`config.mk`:
```
export PLATFORM = sky130hd
export DESIGN_NAME = mem_ctrl_fsm
export DESIGN_NICKNAME = d
export VERILOG_FILES = /design/src/hdl/mem_pkg.sv /design/src/hdl/mem_ctrl_fsm.sv
export SDC_FILE = /design/constraint.sdc
export NUM_CORES = 1
export LEC_CHECK = 0
export BUFFER_PORTS_ARGS = -buffer_cell sky130_fd_sc_hd__buf_4
export CAP_MARGIN = 20
export CORE_AREA = 2 2 39 41
export DETAILED_ROUTE_END_ITERATION = 8
export DIE_AREA = 0 0 41 43
export MAX_ROUTING_LAYER = met4
export PLACE_DENSITY = 0.3
export SETUP_SLACK_MARGIN = 0.5
export SLEW_MARGIN = 20
export SYNTH_ARGS = -nofsm -noshare
export SYNTH_HDL_FRONTEND = slang
export SYNTH_SLANG_ARGS = --single-unit
```
`constraint.sdc`:
```
create_clock -name clk -period 1.3 [get_ports clk]
set_input_delay 0.13 -clock clk [delete_from_list [all_inputs] [get_ports clk]]
set_output_delay 0.13 -clock clk [all_outputs]
set_load 0.005 [all_outputs]
```
`src/hdl/mem_pkg.sv`:
```
// Shared encodings and sizes for the memory-access stage.
// Every stage module refers to these through mem_pkg:: scoped names,
// so this package must be compiled before any of them.

package mem_pkg;

  // ==================================================
  // Widths
  // ==================================================

  // Data and address width
  localparam int XLEN = 32;

  // Immediate from execute, sign-extended before the add
  localparam int IMM_W = 12;

  localparam int ROB_IDX_W = 6;
  localparam int PREG_W = 6;

  // Byte lanes per data word
  localparam int BYTES = XLEN / 8;

  // ==================================================
  // Scratchpad
  // ==================================================

  // Word address width, upper address bits are ignored
  localparam int RAM_AW = 8;
  localparam int RAM_WORDS = 1 << RAM_AW;

  // Fixed access time of the scratchpad, in cycles
  localparam int ACCESS_CYCLES = 2;

  // Counter width wide enough to hold ACCESS_CYCLES - 1
  localparam int TIMER_W = $clog2(ACCESS_CYCLES + 1);

  // ==================================================
  // Encodings
  // ==================================================

  typedef enum logic [1:0] {
    MEM_LOAD  = 2'd0,
    MEM_STORE = 2'd1,
    MEM_LL    = 2'd2,
    MEM_SC    = 2'd3
  } mem_op_e;

  // Access size, U variants zero-extend on load
  typedef enum logic [2:0] {
    ALIGN_B  = 3'd0,
    ALIGN_BU = 3'd1,
    ALIGN_H  = 3'd2,
    ALIGN_HU = 3'd3,
    ALIGN_W  = 3'd4
  } align_e;

  // Sequencer states
  typedef enum logic [1:0] {
    IDLE   = 2'd0,
    ACCESS = 2'd1,
    RESP   = 2'd2
  } fsm_state_e;

endpackage

```
`src/hdl/mem_ctrl_fsm.sv`:
```
// Sequencer for the memory stage.
// Accepts one operation at a time, waits for the access timer, then
// holds the result until the writeback side takes it. A new operation
// can be accepted in the same cycle the previous result leaves.

`timescale 1ns/1ps

module mem_ctrl_fsm (
  input  logic clk,
  input  logic rst_n,
  input  logic flush_i,
  input  logic exe_valid_i,
  output logic exe_ready_o,
  input  logic wb_ready_i,
  input  logic timer_done_i,
  output logic load_o,
  output logic start_o,
  output logic commit_o,
  output logic wb_valid_o
);

  mem_pkg::fsm_state_e state;
  mem_pkg::fsm_state_e state_nxt;

  logic accept;

  // ==================================================
  // Handshakes
  // ==================================================

  // Free when idle, or when the held result leaves this cycle
  assign exe_ready_o = (state == mem_pkg::IDLE) ||
                       (state == mem_pkg::RESP && wb_ready_i);

  // Flush kills anything arriving in the same cycle
  assign accept = exe_valid_i & exe_ready_o & ~flush_i;

  assign load_o = accept;

  // Timer runs from the accept edge
  assign start_o = accept;

  // Write and result capture on the last access cycle
  assign commit_o = (state == mem_pkg::ACCESS) & timer_done_i & ~flush_i;

  assign wb_valid_o = (state == mem_pkg::RESP);

  // ==================================================
  // State register
  // ==================================================

  always_comb begin
    state_nxt = state;
    case (state)
      mem_pkg::IDLE: begin
        if (accept) begin
          state_nxt = mem_pkg::ACCESS;
        end
      end
      mem_pkg::ACCESS: begin
        if (timer_done_i) begin
          state_nxt = mem_pkg::RESP;
        end
      end
      mem_pkg::RESP: begin
        // Back-pressure keeps us here with the record stable
        if (wb_ready_i) begin
          state_nxt = accept ? mem_pkg::ACCESS : mem_pkg::IDLE;
        end
      end
      default: begin
        state_nxt = mem_pkg::IDLE;
      end
    endcase
  end

  always_ff @(posedge clk or negedge rst_n) begin
    if (!rst_n) begin
      state <= mem_pkg::IDLE;
    end else if (flush_i) begin
      state <= mem_pkg::IDLE;
    end else begin
      state <= state_nxt;
    end
  end

endmodule

```
==> summary.txt <==
Power Density = 985 nW/um2
complex-gate fraction of the synthesized area = 9.73%
worst reg2reg startpoint = state[0]$_DFFE_PN0P_
top flop regs = state (2)
worst skew pair latency = 230 ps
synth warn = 0
Avg Inst Size Synth = 9.43 um2
worst hold start = flush_i
Seq/Total Area, Yosys = 35.4%
Slew @ Worst Pin = 213 ps
VDD IR max = 201 uV
die height = 43 um
max reg flops = 2
Leakage Power = 0.156 nW
port bufs = 10
Initial Utilization = 10.2%
cell total after placement = 40
final hold violation count = 0
number of max-cap violations = 0
drt pass-1 iters = 2
total track usage = 6.58%
total CTS buffers = 3
clk root buf = clkbuf_4
Nets = 39
area leader, netlist = dfrtp_1
per-cell routed wire length = 10.5 um
FMAX = 788 MHz
Ant. Diodes = 0
RePlAce Congestion = 0.612
Core ar. = 1380 um2
largest net degree at the start of global routing = 6
CP Data Required Time = 1170 ps
register bit count reported by yosys = 2
vias in the first global route = 156
Period minus WS final = 1270 ps
DP Wirelength = 308 um
metal2 WL = 203 um
main area contributors after synthesis = dfrtp_1 (35%), nand4bb_1 (8.0%), nor2_1 (8.0%), and2b_2 (6.2%), nor4b_1 (6.2%)
Startpoint Class = flip-flop
fin cells = 48
total wire length = 505 um
Cell Area, Synth = 141 um2
post-synthesis cell count = 15
Final ANT Viol Nets = 0
total gr overflow = 0
Vias per Instance = 3.71
routed via count = 178
Biggest register = state
combinational family with the most area after synthesis = simple AND/OR/NAND/NOR gates
antenna violations before repair = 0
CTS tree = yes
share of cells above drive strength 1 = 71.9%
initial DRC count = 1
Synth top area share = 35.4%
mux cell area share after synthesis = 0%
final hold slack = 118 ps
fillcell total = 153
number of top-level pins = 11
Synth Area in Simple Gates = 49.6%
clk buf depth = 2
post-synthesis adder-cell area fraction = 0%
commonest cells after routing, fill and taps aside = buf_4 (9), buf_6 (4), clkbuf_4 (3)
Critical Path AT = 1140 ps
Synth cell types = 12
outcome = finished, final reports clean
Die Wd = 41 um
Num Clock Sinks = 2
DIE AREA = 1760 um2
clk_skew = 6.77 ps
top sig layer = met3
Critical Path Fanout Max = 4
RSZ-0062 raised after global routing = yes
WS Path Type = reg2out
H-tree levels = 1
Core Rows = 14
commonest non-fill, non-tap cell in the layout = buf_4
Post-Syn Nets = 21
Hold Crit Class = in2reg
Post-route DRC = 0
met1 WL = 243 um
Synth Area in XOR/XNOR = 0%
Period Utilization, post-route = 97.6%
synth-to-layout area growth = 142%
final setup vio count = 0
clock-pin slew on the worst setup and hold paths = 30 ps
max-slew violation count = 0
met3 WL = 57 um
Slew headroom = 85.6%
global-route wire length before repair = 669 um
Setup crit end kind = output pin
Critical Path Start = state[1]$_DFFE_PN0P_
## worst max-delay path, stage by stage (launching register included)
cell and delay (ps):
dfrtp_1 390, buf_6 130, nand3b_1 160, nor2_1 120, buf_4 120
## synthesized netlist by cell type
cell	number
and2b_2	1
or3b_1	1
a21oi_1	1
nor2_1	3
and2_2	1
nor4b_1	1
dfrtp_1	2
o41ai_1	1
nand4bb_1	1
nor2b_1	1
buf_4	1
nand3b_1	1
## timing repair
item	4_1_cts	5_1_grt
endpoints found under the setup margin	7	7
hold endpoints to repair	2	0
pin swaps	2	2
hold buffers	1	0
cloned	0	0
buffers inserted	2	1
gates resized for setup	3	5
## cells by family after synthesis
kind of cell	Yosys count
flip-flops	2
buffers and inverters	1
AND/OR/NAND/NOR	10
AO/OA/AOI/OAI	2
## per-layer routing
metal  track usage, %  vias up
li1                 -       87
met4             8.00        0
met5                -        -
met1             8.33       80
met3             3.14        0
met2             6.25       11
## where the power goes
group,switching [mW],leakage (nW),internal (mW),total [mW]
registers,0.00900,0.0250,0.0693,0.0783
clock network,0.0434,0.0150,0.115,0.158
logic,0.0357,0.116,0.0658,0.101
## final cells by class
cell class              count  area [um2]  area share (%)
repair buffers             14         123            35.8
well taps                  16        20.0            5.84
clock buffers               4        26.3            7.66
flip-flops and latches      2        51.3            15.0
multi-input cells          12         123            35.8
## per-stage QoR
| stage | utilization, % | cell area [um2] | setup WS (ps) | TNS, ps | power [mW] |
|---|---|---|---|---|---|
| after CTS | 22.9 | 317 | 35.2 | 0 | 0.331 |
| after floorplan | - | 165 | 217 | 0 | 0.109 |
| after detailed placement | 18.3 | 253 | 186 | 0 | 0.146 |
| after global routing | 24.8 | 343 | -55.1 | -111 | 0.360 |
| final | 24.8 | 343 | 30.7 | 0 | 0.338 |
| after global placement | 18.3 | 253 | 180 | 0 | 0.148 |
## path summary, 6_finish.rpt
path	endpoint	slack [ps]	depth (start not counted)
worst max-delay path	commit_o	30	4
worst min-delay path	state[1]$_DFFE_PN0P_	120	2
worst max register to register	state[1]$_DFFE_PN0P_	170	3
worst min register to register	state[0]$_DFFE_PN0P_	670	3
max in group asynchronous	state[0]$_DFFE_PN0P_	980	2
min in group asynchronous	state[0]$_DFFE_PN0P_	220	2
No activity file was read; power rests on OpenSTA's default activity.
