[src/hdl/mem_pkg.sv]
// Shared encodings and sizes for the memory-access stage.
// Every stage module refers to these through mem_pkg:: scoped names,
// so this package must be compiled before any of them.

package mem_pkg;

  // ==================================================
  // Widths
  // ==================================================

  // Data and address width
  localparam int XLEN = 32;

  // Immediate from execute, sign-extended before the add
  localparam int IMM_W = 12;

  localparam int ROB_IDX_W = 6;
  localparam int PREG_W = 6;

  // Byte lanes per data word
  localparam int BYTES = XLEN / 8;

  // ==================================================
  // Scratchpad
  // ==================================================

  // Word address width, upper address bits are ignored
  localparam int RAM_AW = 8;
  localparam int RAM_WORDS = 1 << RAM_AW;

  // Fixed access time of the scratchpad, in cycles
  localparam int ACCESS_CYCLES = 2;

  // Counter width wide enough to hold ACCESS_CYCLES - 1
  localparam int TIMER_W = $clog2(ACCESS_CYCLES + 1);

  // ==================================================
  // Encodings
  // ==================================================

  typedef enum logic [1:0] {
    MEM_LOAD  = 2'd0,
    MEM_STORE = 2'd1,
    MEM_LL    = 2'd2,
    MEM_SC    = 2'd3
  } mem_op_e;

  // Access size, U variants zero-extend on load
  typedef enum logic [2:0] {
    ALIGN_B  = 3'd0,
    ALIGN_BU = 3'd1,
    ALIGN_H  = 3'd2,
    ALIGN_HU = 3'd3,
    ALIGN_W  = 3'd4
  } align_e;

  // Sequencer states
  typedef enum logic [1:0] {
    IDLE   = 2'd0,
    ACCESS = 2'd1,
    RESP   = 2'd2
  } fsm_state_e;

endpackage

[src/hdl/mem_stage_reg.sv]
// Operation register of the memory stage.
// Captures the accepted operation, forms the address as base plus the
// sign-extended immediate and flags misaligned accesses. Fields hold
// until the next load.

`timescale 1ns/1ps

module mem_stage_reg (
  input  logic                          clk,
  input  logic                          rst_n,
  input  logic                          flush_i,
  input  logic                          load_i,
  input  mem_pkg::mem_op_e              exe_op_i,
  input  mem_pkg::align_e               exe_align_i,
  input  logic [mem_pkg::XLEN-1:0]      exe_base_i,
  input  logic [mem_pkg::IMM_W-1:0]     exe_imm_i,
  input  logic [mem_pkg::XLEN-1:0]      exe_wdata_i,
  input  logic [mem_pkg::ROB_IDX_W-1:0] exe_rob_idx_i,
  input  logic [mem_pkg::PREG_W-1:0]    exe_pdest_i,
  output mem_pkg::mem_op_e              op_o,
  output mem_pkg::align_e               align_o,
  output logic [mem_pkg::XLEN-1:0]      vaddr_o,
  output logic [mem_pkg::XLEN-1:0]      wdata_o,
  output logic [mem_pkg::ROB_IDX_W-1:0] rob_idx_o,
  output logic [mem_pkg::PREG_W-1:0]    pdest_o,
  output logic                          misalign_o
);

  logic [mem_pkg::XLEN-1:0] imm_ext;
  logic [mem_pkg::XLEN-1:0] addr;
  logic                     misalign;

  // ==================================================
  // Address generation
  // ==================================================

  assign imm_ext = {{(mem_pkg::XLEN - mem_pkg::IMM_W){exe_imm_i[mem_pkg::IMM_W-1]}},
                    exe_imm_i};
  assign addr = exe_base_i + imm_ext;

  always_comb begin
    misalign = 1'b0;
    if (exe_op_i == mem_pkg::MEM_LL || exe_op_i == mem_pkg::MEM_SC) begin
      // Atomics are always word sized
      misalign = (addr[1:0] != 2'b00);
    end else begin
      case (exe_align_i)
        mem_pkg::ALIGN_H, mem_pkg::ALIGN_HU: misalign = addr[0];
        mem_pkg::ALIGN_W:                    misalign = (addr[1:0] != 2'b00);
        default:                             misalign = 1'b0;
      endcase
    end
  end

  // ==================================================
  // Registers
  // ==================================================

  // Control fields, flush returns them to a harmless load
  always_ff @(posedge clk or negedge rst_n) begin
    if (!rst_n) begin
      op_o       <= mem_pkg::MEM_LOAD;
      align_o    <= mem_pkg::ALIGN_W;
      misalign_o <= 1'b0;
    end else if (flush_i) begin
      op_o       <= mem_pkg::MEM_LOAD;
      align_o    <= mem_pkg::ALIGN_W;
      misalign_o <= 1'b0;
    end else if (load_i) begin
      op_o       <= exe_op_i;
      align_o    <= exe_align_i;
      misalign_o <= misalign;
    end
  end

  // Payload
  always_ff @(posedge clk) begin
    if (load_i) begin
      vaddr_o   <= addr;
      wdata_o   <= exe_wdata_i;
      rob_idx_o <= exe_rob_idx_i;
      pdest_o   <= exe_pdest_i;
    end
  end

endmodule

[config.mk]
export PLATFORM = sky130hd
export DESIGN_NAME = mem_stage_reg
export DESIGN_NICKNAME = d
export VERILOG_FILES = /design/src/hdl/mem_pkg.sv /design/src/hdl/mem_stage_reg.sv
export SDC_FILE = /design/constraint.sdc
export NUM_CORES = 1
export LEC_CHECK = 0
export BUFFER_PORTS_ARGS = -buffer_cell sky130_fd_sc_hd__clkbuf_2
export CORE_ASPECT_RATIO = 0.8
export CORE_UTILIZATION = 48
export CTS_BUF_LIST = sky130_fd_sc_hd__clkbuf_16
export DETAILED_ROUTE_END_ITERATION = 7
export PLACE_DENSITY = 0.8
export SYNTH_ARGS = -nofsm -noshare
export SYNTH_HDL_FRONTEND = slang
export SYNTH_SLANG_ARGS = --single-unit
[constraint.sdc]
create_clock -name clk -period 0.86 [get_ports clk]
set_input_delay 0.129 -clock clk [delete_from_list [all_inputs] [get_ports clk]]
set_output_delay 0.129 -clock clk [all_outputs]
set_load 0.005 [all_outputs]
==> qor.txt <==
run status -> complete, but fails checks
failing checks -> setup timing
Crit Path Max Fanout -> 4
largest net degree at the start of global routing -> 32
Worst Tran Pin Value -> 430 ps
I/O pin total -> 179
Worst EP arrival -> 2370 ps
DR vias -> 4,901
power density cells -> 1770 nW/um2
Main synth FF type -> edfxtp_1
Critical path origin -> exe_imm_i[0]
VDD IR max -> 1.35 mV
Synth area leader -> edfxtp_1
FF-to-FF End -> misalign_o$_DFFE_PN0P_
Post-synth EDFFs -> 76
cell area after layout -> 7730 um2
Static Leak -> 3.42 nW
reg-to-reg setup timing slack -> 20 ps
Worst Skew -> 0 ps
layout cell share with drive strength beyond 1 -> 0.606
first-pass GRT wire length -> 23,600 um
die area -> 9250 um2
critical path class -> input pin to flip-flop
CP endpoint kind -> flip-flop
DP Area -> 6210 um2
Core Region -> 8560 um2
sequential element share of the synthesized area -> 0.572
Clock Tree Root -> clkbuf_16
Rows -> 30
Final Max Slew Viols -> 0
final worst path period share -> 2.61
all-layer global routing usage -> 0.342
number of global-route vias before repair -> 4,520
initial antenna violation count -> 1
cell mode on critical path -> buf_4
r2r startpoint -> misalign_o$_DFFE_PN0P_
Synth area leaders -> edfxtp_1 (54%), ha_1 (9.1%), a21oi_1 (4.0%), xnor2_1 (3.9%), dfrtp_1 (2.9%)
nets@finish -> 806
HP Start -> exe_align_i[2]
DRC errors left -> 0
count leader, synth -> edfxtp_1
critical path data required time -> 980 ps
critical path's largest stage delay -> 380 ps
TritonRoute pass-1 iters -> 5
DRT Wirelength -> 19,900 um
Yosys top cell area share -> 0.536
max cap viols -> 0
Clock Pin Slew Worst Setup and Hold Paths -> 80 ps
WL/cell -> 25.1 um
clk buf depth -> 2
Hold Crit Depth -> 2
1st-iter DRT viols -> 482
nature of the critical path startpoint -> input pin
synth cell count leaders -> edfxtp_1 (76), a21oi_1 (34), ha_1 (31)
fillers -> 297
Synth Cell Area -> 4260 um2
RSZ-0062 raised after global routing -> true
Max Fclk -> 445 MHz
Die Ht -> 86.2 um
CP max-delay cell -> fa_2
H-Tree Depth -> 3
worst hold path class -> input pin to flip-flop
Reg2Reg Depth -> 3
clock latency on the worst-skew pair -> 340 ps
clock tree from TritonCTS -> built
PortBufs -> 178
Async SR Flop Fraction -> 0.0732
ANT nets after route -> 0
Synth Register Bits -> 82
DR vias/cell -> 6.16
WHS -> 60.8 ps
DIE WIDTH -> 107 um
post-synth cell types -> 51
Max transition margin -> 0.710
final setup margin -> -1390 ps
DP HPWL -> 9640 um
Initial Utilization -> 0.498
layout overhead on the synthesized area -> 81.6%
cell count after synthesis -> 343
final hold vios -> 0
CP Cell Sequence -> buf_6 -> ha_4 -> fa_2 -> a211oi_4 -> buf_4 -> o21bai_1 -> a21oi_2 -> buf_4 -> o311ai_4 -> nor3_4 -> buf_4 -> xnor2_1
# clock sinks -> 82
Avg Synthesized Cell Area -> 12.4 um2
routability cong. -> 0.863
crit path to -> vaddr_o[22]$_DFFE_PP_
cts bufs inserted -> 9
yosys warns -> 0
Syn Nets -> 472
gr ovfl total -> 0
Final min period -> 2250 ps
Final Setup Violations -> 113
==> state kept, by name (all words and copies together), names as in the netlist <==
name        cells
op_o            2
vaddr_o        32
wdata_o        32
pdest_o         6
misalign_o      1
rob_idx_o       6
align_o         3
==> routing by layer <==
layer	global-route usage	wire, um
met1	0.380	6520
met2	0.627	9740
met3	0.0692	1970
met4	0.172	1700
met5	0	0
==> worst max-delay path, delay by kind of cell <==
| family | cells | cell delay, ps |
|---|---|---|
| xor+xnor | 1 | 210 |
| simple gates | 1 | 200 |
| compound gates | 4 | 700 |
| fa+ha+maj | 2 | 540 |
| buf+inv | 4 | 590 |
==> per-stage QoR <==
step	util	total power [mW]	TNS, ps	cells	setup WS, ps
after floorplan	-	6.51	-23330	343	-1140
after global placement	0.726	8.07	-33430	713	-1390
after detailed placement	0.726	8.19	-34430	713	-1460
after CTS	0.848	12.5	-32960	784	-1120
after global routing	0.903	13.9	-40730	795	-1450
final	0.903	13.7	-38160	795	-1390
==> logic make-up after synthesis <==
| group | share of synthesized area |
|---|---|
| compound gates | 0.143 |
| simple gates | 0.100 |
| flops | 0.572 |
| fa+ha+maj | 0.0958 |
| xor+xnor | 0.0617 |
| buf+inv | 0.0162 |
| mux | 0.0118 |
==> layout by cell type, fill, tap and decap left out, types with 4 or more instances in the layout <==
cell / n
clkbuf_2: 169
buf_4: 93
edfxtp_1: 76
dlygate4sd3_1: 45
ha_4: 22
buf_6: 20
xnor2_1: 16
nand2_1: 15
a21oi_1: 15
a21oi_2: 14
nor2_1: 13
a21o_1: 10
clkbuf_16: 10
o21ai_0: 9
ha_1: 9
xor2_1: 8
nand4_1: 7
nand3_1: 7
nor2_2: 7
a21oi_4: 6
o21ai_2: 6
nand2_2: 5
dfrtp_1: 5
nand3_2: 4
nand2_4: 4
o21ai_1: 4
mux2i_1: 4
buf_2: 4
==> how the worst min path moves through the flow <==
stage	to
2_1_floorplan	align_o[0]$_DFFE_PN0P_
3_3_place_gp	op_o[0]$_DFFE_PN0P_
3_5_place_dp	op_o[1]$_DFFE_PN0P_
4_1_cts	misalign_o$_DFFE_PN0P_
5_1_grt	align_o[2]$_DFFE_PN1P_
6_report	align_o[2]$_DFFE_PN1P_
==> report_power, final <==
| group | switching, mW | internal [mW] |
|---|---|---|
| clock network | 1.90 | 2.31 |
| logic | 2.17 | 2.15 |
| registers | 0.207 | 4.92 |
| total | 4.28 | 9.38 |
==> what timing repair did <==
action,in CTS,in global routing
pin swaps,27,56
endpoints found under the setup margin,113,115
buffers inserted,9,14
hold buffers,45,0
gates resized for setup,38,83
cloned,1,0
endpoints found under the hold margin,50,0
==> cell type report <==
type / count / area [um2] / area share
Clock buffer: 9 / 225 / 0.0291
Clock inverter: 7 / 82.6 / 0.0107
Inverter: 3 / 11.3 / 0.00146
Tap cell: 112 / 140 / 0.0181
Multi-Input combinational cell: 245 / 2480 / 0.321
Antenna cell: 1 / 2.50 / 0.000324
Timing Repair Buffer: 336 / 2350 / 0.304
Sequential cell: 82 / 2430 / 0.315
Power figures use the tool's default switching activity.
