--- src/hdl/mem_pkg.sv ---
// Shared encodings and sizes for the memory-access stage.
// Every stage module refers to these through mem_pkg:: scoped names,
// so this package must be compiled before any of them.

package mem_pkg;

  // ==================================================
  // Widths
  // ==================================================

  // Data and address width
  localparam int XLEN = 32;

  // Immediate from execute, sign-extended before the add
  localparam int IMM_W = 12;

  localparam int ROB_IDX_W = 6;
  localparam int PREG_W = 6;

  // Byte lanes per data word
  localparam int BYTES = XLEN / 8;

  // ==================================================
  // Scratchpad
  // ==================================================

  // Word address width, upper address bits are ignored
  localparam int RAM_AW = 8;
  localparam int RAM_WORDS = 1 << RAM_AW;

  // Fixed access time of the scratchpad, in cycles
  localparam int ACCESS_CYCLES = 2;

  // Counter width wide enough to hold ACCESS_CYCLES - 1
  localparam int TIMER_W = $clog2(ACCESS_CYCLES + 1);

  // ==================================================
  // Encodings
  // ==================================================

  typedef enum logic [1:0] {
    MEM_LOAD  = 2'd0,
    MEM_STORE = 2'd1,
    MEM_LL    = 2'd2,
    MEM_SC    = 2'd3
  } mem_op_e;

  // Access size, U variants zero-extend on load
  typedef enum logic [2:0] {
    ALIGN_B  = 3'd0,
    ALIGN_BU = 3'd1,
    ALIGN_H  = 3'd2,
    ALIGN_HU = 3'd3,
    ALIGN_W  = 3'd4
  } align_e;

  // Sequencer states
  typedef enum logic [1:0] {
    IDLE   = 2'd0,
    ACCESS = 2'd1,
    RESP   = 2'd2
  } fsm_state_e;

endpackage

--- src/hdl/wb_former.sv ---
// Writeback record builder.
// Picks the loaded lane, sign- or zero-extends it, substitutes the SC
// result where needed and registers the record on commit. The record
// then stays stable until the writeback handshake.

`timescale 1ns/1ps

module wb_former (
  input  logic                          clk,
  input  logic                          rst_n,
  input  logic                          flush_i,
  input  logic                          commit_i,
  input  logic                          wb_handshake_i,
  input  mem_pkg::mem_op_e              op_i,
  input  mem_pkg::align_e               align_i,
  input  logic [mem_pkg::XLEN-1:0]      vaddr_i,
  input  logic [mem_pkg::ROB_IDX_W-1:0] rob_idx_i,
  input  logic [mem_pkg::PREG_W-1:0]    pdest_i,
  input  logic                          misalign_i,
  input  logic [mem_pkg::XLEN-1:0]      rdata_i,
  input  logic                          sc_ok_i,
  output logic                          wb_we_o,
  output logic [mem_pkg::XLEN-1:0]      wb_wdata_o,
  output logic [mem_pkg::ROB_IDX_W-1:0] wb_rob_idx_o,
  output logic [mem_pkg::PREG_W-1:0]    wb_pdest_o,
  output logic [mem_pkg::XLEN-1:0]      wb_vaddr_o,
  output logic                          wb_excp_o
);

  logic [7:0]               byte_lane;
  logic [15:0]              half_lane;
  logic [mem_pkg::XLEN-1:0] load_val;
  logic [mem_pkg::XLEN-1:0] result;
  logic                     we;

  // Lane select by low address bits
  assign byte_lane = rdata_i[8*vaddr_i[1:0] +: 8];
  assign half_lane = vaddr_i[1] ? rdata_i[31:16] : rdata_i[15:0];

  always_comb begin
    case (align_i)
      mem_pkg::ALIGN_B:  load_val = {{24{byte_lane[7]}}, byte_lane};
      mem_pkg::ALIGN_BU: load_val = {24'd0, byte_lane};
      mem_pkg::ALIGN_H:  load_val = {{16{half_lane[15]}}, half_lane};
      mem_pkg::ALIGN_HU: load_val = {16'd0, half_lane};
      default:           load_val = rdata_i;
    endcase
  end

  // LL returns the whole word, SC returns the reservation outcome
  always_comb begin
    case (op_i)
      mem_pkg::MEM_LL: result = rdata_i;
      mem_pkg::MEM_SC: result = {{(mem_pkg::XLEN-1){1'b0}}, sc_ok_i};
      default:         result = load_val;
    endcase
  end

  assign we = ~misalign_i & (op_i != mem_pkg::MEM_STORE);

  // ==================================================
  // Result register
  // ==================================================

  always_ff @(posedge clk or negedge rst_n) begin
    if (!rst_n) begin
      wb_we_o   <= 1'b0;
      wb_excp_o <= 1'b0;
    end else if (flush_i) begin
      wb_we_o   <= 1'b0;
      wb_excp_o <= 1'b0;
    end else if (commit_i) begin
      wb_we_o   <= we;
      wb_excp_o <= misalign_i;
    end else if (wb_handshake_i) begin
      // Record consumed
      wb_we_o   <= 1'b0;
      wb_excp_o <= 1'b0;
    end
  end

  always_ff @(posedge clk) begin
    if (commit_i) begin
      wb_wdata_o   <= result;
      wb_rob_idx_o <= rob_idx_i;
      wb_pdest_o   <= pdest_i;
      wb_vaddr_o   <= vaddr_i;
    end
  end

endmodule

--- config.mk ---
export PLATFORM = sky130hd
export DESIGN_NAME = wb_former
export DESIGN_NICKNAME = d
export VERILOG_FILES = /design/src/hdl/mem_pkg.sv /design/src/hdl/wb_former.sv
export SDC_FILE = /design/constraint.sdc
export NUM_CORES = 1
export LEC_CHECK = 0
export CORE_MARGIN = 2
export CORE_UTILIZATION = 25
export DETAILED_ROUTE_END_ITERATION = 6
export DONT_BUFFER_PORTS = 1
export PLACE_DENSITY = 0.42
export SYNTH_ARGS = -nofsm -noshare
export SYNTH_HDL_FRONTEND = slang
export SYNTH_SLANG_ARGS = --single-unit
--- constraint.sdc ---
create_clock -name clk -period 1.5 [get_ports clk]
set_input_delay 0.3 -clock clk [delete_from_list [all_inputs] [get_ports clk]]
set_output_delay 0.3 -clock clk [all_outputs]
set_load 0.05 [all_outputs]
==> metrics.md <==
| Metric | Value |
|---|---|
| CTS max path bufs | 2 |
| Design Power | 5.72 mW |
| Count of pins over their slew limit | 0 |
| Drt drc | 0 |
| Die area | 13100 µm² |
| CTS resizes | 0 |
| Top-area cell type share of the netlist area | 74.7% |
| Area Growth Syn to Fin | 17.2% |
| Final Util | 29.9% |
| Fmax | 770 MHz |
| Final Cycle Share | 86.6% |
| Die span in y | 115 µm |
| Worst hold path type | primary input to flop |
| Leakage | 1.31 nW |
| Fin crit period | 1300 ps |
| Post-synthesis compound-gate area fraction | 8.96% |
| Post-synthesis mux area share | 4.26% |
| Clock transition at path regs | 60 ps |
| Clock share of power | 37.4% |
| DRT antenna net count | 0 |
| Highest-count cells in the layout ignoring fill and taps | 76 x edfxtp_1, 36 x nand2_1, 13 x o21ai_0, 9 x clkbuf_16, 9 x buf_4 |
| Gp weighted congestion | 0.755 |
| Post-route setup TNS | 0 ps |
| Relative slew slack | 56.2% |
| # clock sinks | 78 |
| RSZ-0062 raised after global routing | false |
| Setup CP Type | flop to primary output |
| DIE WIDTH | 115 µm |
| Largest family of logic cells by synthesized area | compound AO/OA/AOI/OAI gates |
| Root Buffer | clkbuf_16 |
| CTS tree | done |
| Switch Pwr | 1.69 mW |
| Setup Fix Bufs, Post-CTS | 0 |
| XOR/XNOR Fraction of Synth Area | 0% |
| Later-pin clock latency in the skew report | 330 ps |
| Power per standard cell area | 1600 nW/µm² |
| Pin count of the biggest net entering global routing | 80 |
| Hold Crit Depth | 1 |
| Fraction of layout cells with a size suffix above 1 | 17.2% |
| H-tree depth | 3 |
| Number of synthesized flops with an enable pin | 76 |
| DRT Pass-1 Iters | 4 |
| Vias in the first global route | 1721 |
| Cell count along the critical path | 0 |
| Outcome | finished clean |
| Post-synth top flop | edfxtp_1 |
| Vias/cell | 4.70 |
| Initial DRC Count | 144 |
| Syn. warnings | 0 |
| Avg WL per Cell | 21.7 µm |
| Synth Area per Inst | 15.6 µm² |
| Fin Clk Skew | 0 ps |
| Antenna violations before repair | 0 |
| Diode count | 0 |
| Yosys cell types | 28 |
| Post-Synth Adder-Cell Area | 0% |
| Largest area contributor in the netlist | edfxtp_1 |
| Port Buffers | 0 |
| Internal Power | 4.03 mW |
| Row Count | 40 |
| Worst VDD drop | 0.440 mV |
| Total GRT Usage | 11.9% |
| Switching share of power | 29.6% |
| Critical Path RT | 1200 ps |
| Sequential fraction of the synthesis area | 76.3% |
| Critical path fanouts, max | 1 |
| Nets | 298 |
| R2R Setup Slk | 520 ps |
| Post-Synth Simple-Gate Area | 8.51% |
| Total grt overflow | 0 |
| Most common cell after layout, fill and taps aside | edfxtp_1 |
| CTS Hold Bufs | 1 |
| Setup crit start kind | flop |
| CTS buffer count | 9 |
| Ports | 166 |
| Core outline area | 12000 µm² |
| FF+latch count, synth | 78 |
| R2R depth | 2 |
| Cell Area, Synth | 3060 µm² |
| Gate power share | 3.9% |
| Final Setup Violations | 0 |
| Max Cap Violations | 0 |
| Sequential Area | 2330 µm² |
| Post-synth ARST share | 2.56% |
| Multi-input gate area | 669 µm² |
| Vias | 1700 |
| Final Hold Viols | 0 |
| Routed WL | 7870 µm |
| First-pass GRT wire length | 11000 µm |
| Net Count, Synth | 284 |
| Critical Path Sink Type | primary output |
| Synth Instances | 196 |
| Fill count | 1159 |
| Initial Util | 25.6% |
| Top cells by area, synth | edfxtp_1 75%, nand2_1 4.4%, a221o_1 2.3% |
| Dpl hpwl | 5700 µm |
| Worst-margin pin slew | 655 ps |
| Seq pwr share | 58.7% |
| Worst EP arrival | 1000 ps |
-- metal layers --
layer / GRT usage (%) / vias to the layer above / share of wire [%]
met5: 0 / - / 0
met4: 6.02 / 0 / 2.1
li1: - / 776 / -
met3: 5.72 / 11 / 12
met1: 12.9 / 790 / 37
met2: 19.3 / 123 / 49
-- cells by family (layout without fill, tap and decap cells) --
family          after synthesis  after routing
simple gates                 57             57
buf+inv                      10             29
flops                        78             78
mux                          11             11
compound gates               40             40
-- power groups by stage --
| stage | Sequential [mW] | Combinational [mW] | Clock [mW] |
|---|---|---|---|
| 6_report | 3.36 | 0.221 | 2.14 |
| 5_1_grt | 3.38 | 0.250 | 2.30 |
| 4_1_cts | 3.36 | 0.226 | 2.22 |
| 3_5_place_dp | 3.41 | 0.223 | 0 |
| 3_3_place_gp | 3.41 | 0.217 | 0 |
| 2_1_floorplan | 3.37 | 0.169 | 0 |
-- Yosys cell counts, types with 2 or more instances --
| cell | number |
|---|---|
| edfxtp_1 | 76 |
| nand2_1 | 36 |
| o21ai_0 | 13 |
| nor2_1 | 8 |
| a21oi_1 | 7 |
| a221o_1 | 7 |
| mux2_2 | 6 |
| clkbuf_1 | 5 |
| nand3b_1 | 5 |
| o21a_1 | 5 |
| mux2i_1 | 4 |
| buf_6 | 3 |
| a22oi_1 | 2 |
| and3_1 | 2 |
| dfrtp_1 | 2 |
| inv_1 | 2 |
| or3b_2 | 2 |
-- per-stage QoR --
| step | hold slack (ps) | setup WS (ps) | instances | area [µm²] |
|---|---|---|---|---|
| 2_1_floorplan | 4.41 | -240 | 196 | 3070 |
| 3_3_place_gp | 4.47 | -82.8 | 345 | 3280 |
| 3_5_place_dp | 4.46 | -128 | 345 | 3280 |
| 4_1_cts | 9.93 | 184 | 362 | 3580 |
| 5_1_grt | 15.0 | 168 | 362 | 3580 |
| 6_report | 25.4 | 201 | 362 | 3580 |
-- final timing paths --
check,endpoint,start
max,wb_wdata_o[14],wb_wdata_o[14]$_DFFE_PP_
min,wb_excp_o$_DFFE_PN0P_,flush_i
max reg2reg,wb_we_o$_DFFE_PN0P_,wb_we_o$_DFFE_PN0P_
min reg2reg,wb_excp_o$_DFFE_PN0P_,wb_excp_o$_DFFE_PN0P_
max in group asynchronous,wb_excp_o$_DFFE_PN0P_,rst_n
min in group asynchronous,wb_we_o$_DFFE_PN0P_,rst_n
-- layout make-up --
| cell class | count | area share [%] |
|---|---|---|
| clock inverter | 6 | 1.75 |
| tap | 147 | 5.13 |
| multi-input combinational | 108 | 18.7 |
| sequential | 78 | 65.1 |
| clock buffer | 10 | 6.39 |
| timing repair buffer | 11 | 2.72 |
| inverter | 2 | 0.210 |
-- flip-flops by register name, indices dropped and copies added (netlist names) --
register      cells
wb_excp_o         1
wb_pdest_o        6
wb_rob_idx_o      6
wb_vaddr_o       32
wb_wdata_o       32
wb_we_o           1
No activity file was read; power rests on OpenSTA's default activity.
