==> src/hdl/mem_pkg.sv <==
// Shared encodings and sizes for the memory-access stage.
// Every stage module refers to these through mem_pkg:: scoped names,
// so this package must be compiled before any of them.

package mem_pkg;

  // ==================================================
  // Widths
  // ==================================================

  // Data and address width
  localparam int XLEN = 32;

  // Immediate from execute, sign-extended before the add
  localparam int IMM_W = 12;

  localparam int ROB_IDX_W = 6;
  localparam int PREG_W = 6;

  // Byte lanes per data word
  localparam int BYTES = XLEN / 8;

  // ==================================================
  // Scratchpad
  // ==================================================

  // Word address width, upper address bits are ignored
  localparam int RAM_AW = 8;
  localparam int RAM_WORDS = 1 << RAM_AW;

  // Fixed access time of the scratchpad, in cycles
  localparam int ACCESS_CYCLES = 2;

  // Counter width wide enough to hold ACCESS_CYCLES - 1
  localparam int TIMER_W = $clog2(ACCESS_CYCLES + 1);

  // ==================================================
  // Encodings
  // ==================================================

  typedef enum logic [1:0] {
    MEM_LOAD  = 2'd0,
    MEM_STORE = 2'd1,
    MEM_LL    = 2'd2,
    MEM_SC    = 2'd3
  } mem_op_e;

  // Access size, U variants zero-extend on load
  typedef enum logic [2:0] {
    ALIGN_B  = 3'd0,
    ALIGN_BU = 3'd1,
    ALIGN_H  = 3'd2,
    ALIGN_HU = 3'd3,
    ALIGN_W  = 3'd4
  } align_e;

  // Sequencer states
  typedef enum logic [1:0] {
    IDLE   = 2'd0,
    ACCESS = 2'd1,
    RESP   = 2'd2
  } fsm_state_e;

endpackage

==> src/hdl/access_timer.sv <==
// Access time model for the scratchpad.
// Loaded on start, counts down and pulses done for one cycle when the
// count reaches zero. Flush abandons a running count.

`timescale 1ns/1ps

module access_timer (
  input  logic clk,
  input  logic rst_n,
  input  logic flush_i,
  input  logic start_i,
  output logic done_o
);

  logic                        busy;
  logic [mem_pkg::TIMER_W-1:0] count;

  assign done_o = busy && (count == '0);

  always_ff @(posedge clk or negedge rst_n) begin
    if (!rst_n) begin
      busy  <= 1'b0;
      count <= '0;
    end else if (flush_i) begin
      busy  <= 1'b0;
      count <= '0;
    end else if (start_i) begin
      busy  <= 1'b1;
      count <= mem_pkg::TIMER_W'(mem_pkg::ACCESS_CYCLES - 1);
    end else if (busy) begin
      // Stop after the done cycle
      if (count == '0) begin
        busy <= 1'b0;
      end else begin
        count <= count - 1'b1;
      end
    end
  end

endmodule

==> config.mk <==
export PLATFORM = sky130hd
export DESIGN_NAME = access_timer
export DESIGN_NICKNAME = d
export VERILOG_FILES = /design/src/hdl/mem_pkg.sv /design/src/hdl/access_timer.sv
export SDC_FILE = /design/constraint.sdc
export NUM_CORES = 1
export LEC_CHECK = 0
export CORE_AREA = 2 2 39 41
export DETAILED_ROUTE_END_ITERATION = 10
export DIE_AREA = 0 0 41 43
export DONT_BUFFER_PORTS = 1
export GPL_TIMING_DRIVEN = 0
export SYNTH_ARGS = -nofsm -noshare
export SYNTH_HDL_FRONTEND = slang
export SYNTH_SLANG_ARGS = --single-unit
export TNS_END_PERCENT = 20
==> constraint.sdc <==
create_clock -name clk -period 2.2 [get_ports clk]
set_input_delay 0.44 -clock clk [delete_from_list [all_inputs] [get_ports clk]]
set_output_delay 0.44 -clock clk [all_outputs]
set_load 0.02 [all_outputs]
==> results.txt, run 1 <==
Status: completed
Max IR drop VDD: 0.139 mV
Final hold vios: 0
Worst hold path depth: 1
Setup_tns: 0 ps
RR Endpoint: count[1]$_DFFE_PN0P_
Ant diodes: 0
Largest net degree at the start of global routing: 5
CTS tree: done
Global route overflow: 0
Synth area leader: dfrtp_1
RSZ-0062 raised after global routing: no
Max Freq: 648 MHz
Hold EP: count[1]$_DFFE_PN0P_
Vias: 126
#FFs+latches synth: 3
Wire length of the first global-routing pass: 531 um
DP HPWL: 241 um
Syn. warnings: 0
Final WS setup: 657 ps
Die span in x: 41 um
R2R Setup Slk: 900 ps
Switch share: 21.8%
Clk buf depth: 2
Placed standard-cell area: 198 um2
Fillers: 160
Final instance area: 234 um2
TritonRoute pass-1 iters: 2
Port buffer count: 0
Top post-synthesis cells by area: dfrtp_1, a2111oi_4, ha_1
Hold Path Origin: flush_i
Clock insertion delay at the later pin of the skew report: 230 ps
Total Wirelength: 286 um
Seq/Total Area, Yosys: 42.3%
Top-area cell type share of the netlist area: 42.3%
# rows: 14
Initial Util: 12.8%
Placed cells: 31
DRC Markers: 0
Place WS: 882 ps
Cts repair resizes: 0
Final Util: 16.9%
Clk pin slew, worst setup/hold paths: 40 ps
NumNets Final: 26
Global-route usage over all layers: 5.04%
Clock sink count: 3
Worst path required time: 1760 ps
Reg-to-reg startpoint: count[1]$_DFFE_PN0P_
Total CTS buffers: 3
Final period util: 70.1%
Final setup fails: 0
Core ar.: 1380 um2
Worst-Margin Slew: 241 ps
Final Critical Period: 1540 ps
Hold_ws: 264 ps
Die Height: 43 um
# IOs: 5
Layout cells sized above 1: 30.0%
1st-iter DRT viols: 2
Overall power: 0.173 mW
Worst clock skew: 1.83 ps
Synthesized Nets: 20
Startpoint Class: flop
Area grow syn2layout: 31.7%
Worst Hold Class: in2reg
Root buffer cell: clkbuf_4
Netlist Area Pre-Place: 178 um2
H-Tree Depth: 1
Switching pwr: 0.0379 mW
Full die area: 1760 um2
Static leakage: 0.0963 nW
Max Cap Viol: 0
Slew Limit Fails: 0
Slew margin rel.: 83.9%
Power Density: 741 nW/um2
Synth cell types: 11
Clock power frac: 54.7%
Logic pwr share: 10.0%
Pint: 0.135 mW
Wirelength per Cell: 7.94 um
Element type at the critical path end: primary output
Via density: 3.50
Post-Syn Instances: 15
CP Class: reg2out
Final non-filler cell total: 36
Mapped Avg Cell Area: 11.8 um2
Routed Antenna Nets: 0
Reg power frac: 35.2%
Crit path max fanout: 4
Routability cong.: 0.590
Critical path data arrival time: 1100 ps
Vias in the first global route: 138
Initial antenna violation count: 0
Worst r2r path cells: 4
flip-flops by register name (all words and copies together), names as in the netlist:
signal,count
count,2
busy,1
worst max path at each step:
stage,endpoint,start,cells past startpoint,slack (ps)
final,done_o,count[1]$_DFFE_PN0P_,3,660
after global routing,done_o,count[1]$_DFFE_PN0P_,3,560
after CTS,done_o,count[1]$_DFFE_PN0P_,3,630
after detailed placement,done_o,count[1]$_DFFE_PN0P_,3,880
after global placement,done_o,count[1]$_DFFE_PN0P_,3,900
after floorplan,done_o,count[1]$_DFFE_PN0P_,3,940
what timing repair did:
item,CTS,global route
setup buffers,0,0
hold endpoints to repair,3,0
hold buffers,1,0
synthesized netlist by cell type:
cell and n:
dfrtp_1 3, inv_1 3, a2111oi_4 1, a211oi_1 1, a21oi_1 1, and2_2 1
and3b_1 1, ha_1 1, nand2b_2 1, nor2_1 1, nor4bb_1 1
power by group through the flow:
stage | clock [mW] | combinational, mW | sequential [mW]
6_report | 0.0948 | 0.0174 | 0.0611
5_1_grt | 0.107 | 0.0193 | 0.0616
4_1_cts | 0.103 | 0.0178 | 0.0611
3_5_place_dp | 0 | 0.0156 | 0.0617
3_3_place_gp | 0 | 0.0152 | 0.0619
2_1_floorplan | 0 | 0.0138 | 0.0611
metal layers:
layer / vias up / share of wire, % / global-route usage [%]
li1: 64 / - / -
met1: 61 / 38 / 4.87
met2: 1 / 62 / 6.25
met3: 0 / 0 / 3.14
met4: 0 / 0 / 6.00
met5: - / 0 / 0
kinds of logic (layout without fill, tap and decap cells):
kind of cell / after synthesis / after routing / share of synthesized area, %
and+or+nand+nor: 5 / 5 / 21.8
AOI/OAI and AO/OA: 3 / 3 / 22.5
DFF: 3 / 3 / 42.3
buffers and inverters: 3 / 8 / 6.34
adders and majority gates: 1 / 1 / 7.04
area by class of cell:
class / instances / area [um2] / area share (%)
Sequential cell: 3 / 75.1 / 32.1
Tap cell: 16 / 20.0 / 8.56
Multi-Input combinational cell: 9 / 91.3 / 39.0
Inverter: 3 / 11.3 / 4.81
Clock buffer: 4 / 26.3 / 11.2
Timing Repair Buffer: 1 / 10.0 / 4.28
worst max-delay path: stages (launching register included):
cell and delay (ps):
dfrtp_1 350, inv_1 110, ha_1 200, and2_2 220
placed cells by master, fill, tap and decap left out, drive strengths merged:
| cell | instances |
|---|---|
| a2111oi | 1 |
| dfrtp | 3 |
| ha | 1 |
| a211oi | 1 |
| nor2 | 1 |
| and2 | 1 |
| clkbuf | 4 |
| dlygate4sd3 | 1 |
| nand2b | 1 |
| a21oi | 1 |
| nor4bb | 1 |
| inv | 3 |
| and3b | 1 |
(Power assumes the default switching activity.)
==> inputs of run 2 (changes only) <==
--- a/config.mk
+++ b/config.mk
@@ -5,6 +5,7 @@
 export SDC_FILE = /design/constraint.sdc
 export NUM_CORES = 1
 export LEC_CHECK = 0
+export ABC_AREA = 1
 export CORE_AREA = 2 2 39 41
 export DETAILED_ROUTE_END_ITERATION = 10
 export DIE_AREA = 0 0 41 43
==> constraint.sdc (replaced) <==
create_clock -name clk -period 1.3 [get_ports clk]
set_input_delay 0.26 -clock clk [delete_from_list [all_inputs] [get_ports clk]]
set_output_delay 0.26 -clock clk [all_outputs]
set_load 0.02 [all_outputs]
==> run 2 against run 1 <==
- global-route usage is 0.90 points higher
- cell area increased by 17%
- area after synthesis rose by 0.70%
- count of clock-buffer cells in the layout unchanged
- combinational power grew to 4.2 times the previous value
- sequential share of layout area is 4.6 points lower
- register-to-register slack worse by 680 ps
- largest cell class unchanged
==> results.txt, run 2 <==
Final Critical Period: 1270 ps
TritonRoute pass-1 iters: 1 (was 2)
Synth Area in Compound Gates: 8.39% (was 22.5%)
H-Tree Depth: 1 (unchanged)
Syn. warnings: 0 (unchanged)
Commonest cells in the netlist: inv_1, nand2_1, dfrtp_1 (was dfrtp_1, inv_1)
Pint: 0.255 mW (was 0.135 mW)
Post-synth top flop: dfrtp_1 (unchanged)
CP max stage cell: dfrtp_1 (unchanged)
Metal-1 WL: 138 um (was 109 um)
CP Class: reg2out (unchanged)
CTS tree: done (unchanged)
Mapped Avg Cell Area: 6.88 um2 (was 11.8 um2)
Vias in the first global route: 190 (was 138)
Initial antenna violation count: 0 (unchanged)
Clock sink count: 3 (unchanged)
Wirelength per Cell: 8.00 um (was 7.94 um)
# rows: 14 (unchanged)
Largest family of logic cells by synthesized area: simple AND/OR/NAND/NOR gates (was compound AO/OA/AOI/OAI gates)
Critical path data arrival time: 1010 ps (was 1100 ps)
DR WL met3: 19 um (was 0 um)
Most common cell after layout, fill and taps aside: inv_1
Post-Syn Instances: 26 (was 15)
Synth area leader: dfrtp_1 (unchanged)
Slew margin rel.: 88.6% (was 83.9%)
Final setup fails: 0 (unchanged)
DR top layer: met3 (was met2)
Largest regs: count (2), busy (1) (unchanged)
Element type at the critical path end: primary output (unchanged)
Wire length of the first global-routing pass: 648 um (was 531 um)
Clock insertion delay at the later pin of the skew report: 230 ps (about the same)
Vias: 186 (was 126)
Netlist Area Pre-Place: 179 um2 (was 178 um2)
Post-synth EDFFs: 0 (unchanged)
Routability cong.: 0.418 (was 0.590)
RSZ-0062 raised after global routing: yes (was no)
Routed Antenna Nets: 0 (unchanged)
Worst path max stage delay: 370 ps (was 350 ps)
Logic pwr share: 21.3% (was 10.0%)
Clock power frac: 47.2% (was 54.7%)
Core ar.: 1380 um2 (unchanged)
Synth cell types: 8 (was 11)
Die span in x: 41 um (unchanged)
Total CTS buffers: 3 (unchanged)
Status: completed (unchanged)
Switch share: 26.0% (was 21.8%)
Static leakage: 0.149 nW (was 0.0963 nW)
Max IR drop VDD: 0.243 mV (was 0.139 mV)
Via density: 3.65 (was 3.50)
Max FFs per register: 2 (unchanged)
Mux share of post-synthesis cell area: 0% (unchanged)
Ant diodes: 0 (unchanged)
Worst Hold Class: in2reg (unchanged)
Port buffer count: 0 (unchanged)
#FFs+latches synth: 3 (unchanged)
Metal2 WL: 250 um (was 176 um)
Hold Path Origin: flush_i (unchanged)
Synthesized Nets: 31 (was 20)
Worst clock skew: 3.51 ps (was 1.83 ps)
Slew Limit Fails: 0 (unchanged)
Post-Synth Adder-Cell Area: 6.99% (was 7.04%)
Global route overflow: 0 (unchanged)
Post-Synth XOR/XNOR Area: 0% (unchanged)
Power Density: 1260 nW/um2 (was 741 nW/um2)
Most flops, register: count (unchanged)
Most common cell in the netlist: inv_1
Crit path max fanout: 3 (was 4)
Seq. cell area: 75.1 um2 (unchanged)
Clk buf depth: 2 (unchanged)
Switching pwr: 0.0895 mW (was 0.0379 mW)
Initial Util: 12.9% (was 12.8%)
Area grow syn2layout: 52.4% (was 31.7%)
1st-iter DRT viols: 0 (was 2)
Max Cap Viol: 0 (unchanged)
Post-synth ARST share: 100% (unchanged)
Worst-Margin Slew: 170 ps (was 241 ps)
Max Freq: 787 MHz
Multi-input logic area: 78.8 um2 (was 91.3 um2)
# IOs: 5 (unchanged)
Most frequent cells in the layout: inv_1, nand2_1, buf_4, dfrtp_1, clkbuf_4 (was inv_1, dfrtp_1, clkbuf_4)
Top-area cell type share of the netlist area: 42.0% (was 42.3%)
Startpoint Class: flop (unchanged)
Post-Synth Simple-Gate Area: 25.9% (was 21.8%)
Placed cells: 42 (was 31)
Final non-filler cell total: 51 (was 36)
DP HPWL: 306 um (was 241 um)
Top post-synthesis cells by area: dfrtp_1, inv_1, nand2_1 (was dfrtp_1, a2111oi_4, ha_1)
Worst path required time: 1040 ps (was 1760 ps)
Die Height: 43 um (unchanged)
DRC Markers: 0 (unchanged)
Fillers: 160 (unchanged)
Clk pin slew, worst setup/hold paths: 40 ps (about the same)
Layout cells sized above 1: 28.6% (was 30.0%)
Hold_ws: 92.9 ps (was 264 ps)
NumNets Final: 41 (was 26)
Global-route usage over all layers: 5.94% (was 5.04%)
Crit-path cells: inv_1 > ha_2 > nand2_2 > inv_4 (was inv_1 > ha_1 > and2_2)
Final hold vios: 0 (unchanged)
Reg power frac: 31.5% (was 35.2%)
Full die area: 1760 um2 (unchanged)
Largest net degree at the start of global routing: 6 (was 5)
Final period util: 97.7%
Reg-to-reg startpoint: count[1]$_DFFE_PN0P_ (unchanged)
Root buffer cell: clkbuf_4 (unchanged)
Worst setup path start: count[1]$_DFFE_PN0P_ (unchanged)
Total Wirelength: 408 um (was 286 um)
Seq/Total Area, Yosys: 42.0% (was 42.3%)
-- run 2: routing by layer --
layer  vias up  track usage (%)
met2         3             9.06
met4         0             8.00
li1         96                -
met1        87             4.85
met5         -                0
met3         0             1.57
-- run 2: final timing paths --
check / to / slack [ps] / cells past startpoint
worst max-delay path: done_o / 30 / 4
worst min-delay path: busy$_DFF_PN0_ / 90 / 1
worst max register to register: count[1]$_DFFE_PN0P_ / 220 / 7
worst min register to register: busy$_DFF_PN0_ / 620 / 2
max in group asynchronous: busy$_DFF_PN0_ / 870 / 1
min in group asynchronous: count[0]$_DFFE_PN0P_ / 280 / 1
-- run 2: cell families (layout without fill, tap and decap cells) --
logic type | after synthesis | count (layout)
simple gates | 11 | 11
buf+inv | 8 | 17
compound gates | 3 | 3
flops | 3 | 3
fa+ha+maj | 1 | 1
-- run 2: critical path: cells and delay by family, from the launching register on --
| family | cells | cell delay, ps |
|---|---|---|
| DFF | 1 | 370 |
| adders and majority gates | 1 | 190 |
| buffers and inverters | 2 | 150 |
| and+or+nand+nor | 1 | 70 |
-- run 2: final cells by class --
type / count / share of cell area [%]
flip-flops and latches: 3 / 27.5
multi-input cells: 15 / 28.9
well taps: 16 / 7.34
inverters: 8 / 11.9
clock buffers: 4 / 9.63
repair buffers: 5 / 14.7
-- run 2: power groups by stage --
stage | clock, mW | combinational [mW] | sequential (mW)
2_1_floorplan | 0 | 0.0365 | 0.108
3_3_place_gp | 0 | 0.0413 | 0.110
3_5_place_dp | 0 | 0.0437 | 0.110
4_1_cts | 0.170 | 0.0549 | 0.108
5_1_grt | 0.179 | 0.0841 | 0.109
6_report | 0.163 | 0.0735 | 0.108
-- run 2: metrics by stage --
stage / power (mW) / cell area (um2) / utilization (%) / worst slack [ps] / TNS [ps]
2_1_floorplan: 0.145 / 179 / - / 264 / 0
3_3_place_gp: 0.151 / 199 / 14.4 / 223 / 0
3_5_place_dp: 0.154 / 199 / 14.4 / 206 / 0
4_1_cts: 0.333 / 245 / 17.7 / 11.0 / 0
5_1_grt: 0.372 / 273 / 19.7 / -16.3 / -16.3
6_report: 0.345 / 273 / 19.7 / 29.4 / 0
-- run 2: repair_timing --
| item | in CTS | in global routing |
|---|---|---|
| hold endpoints to repair | 3 | 0 |
| hold buffers | 1 | 0 |
| endpoints found under the setup margin | 1 | 1 |
| resized for setup | 2 | 2 |
| pin swaps | 0 | 1 |
| buffers inserted | 1 | 3 |
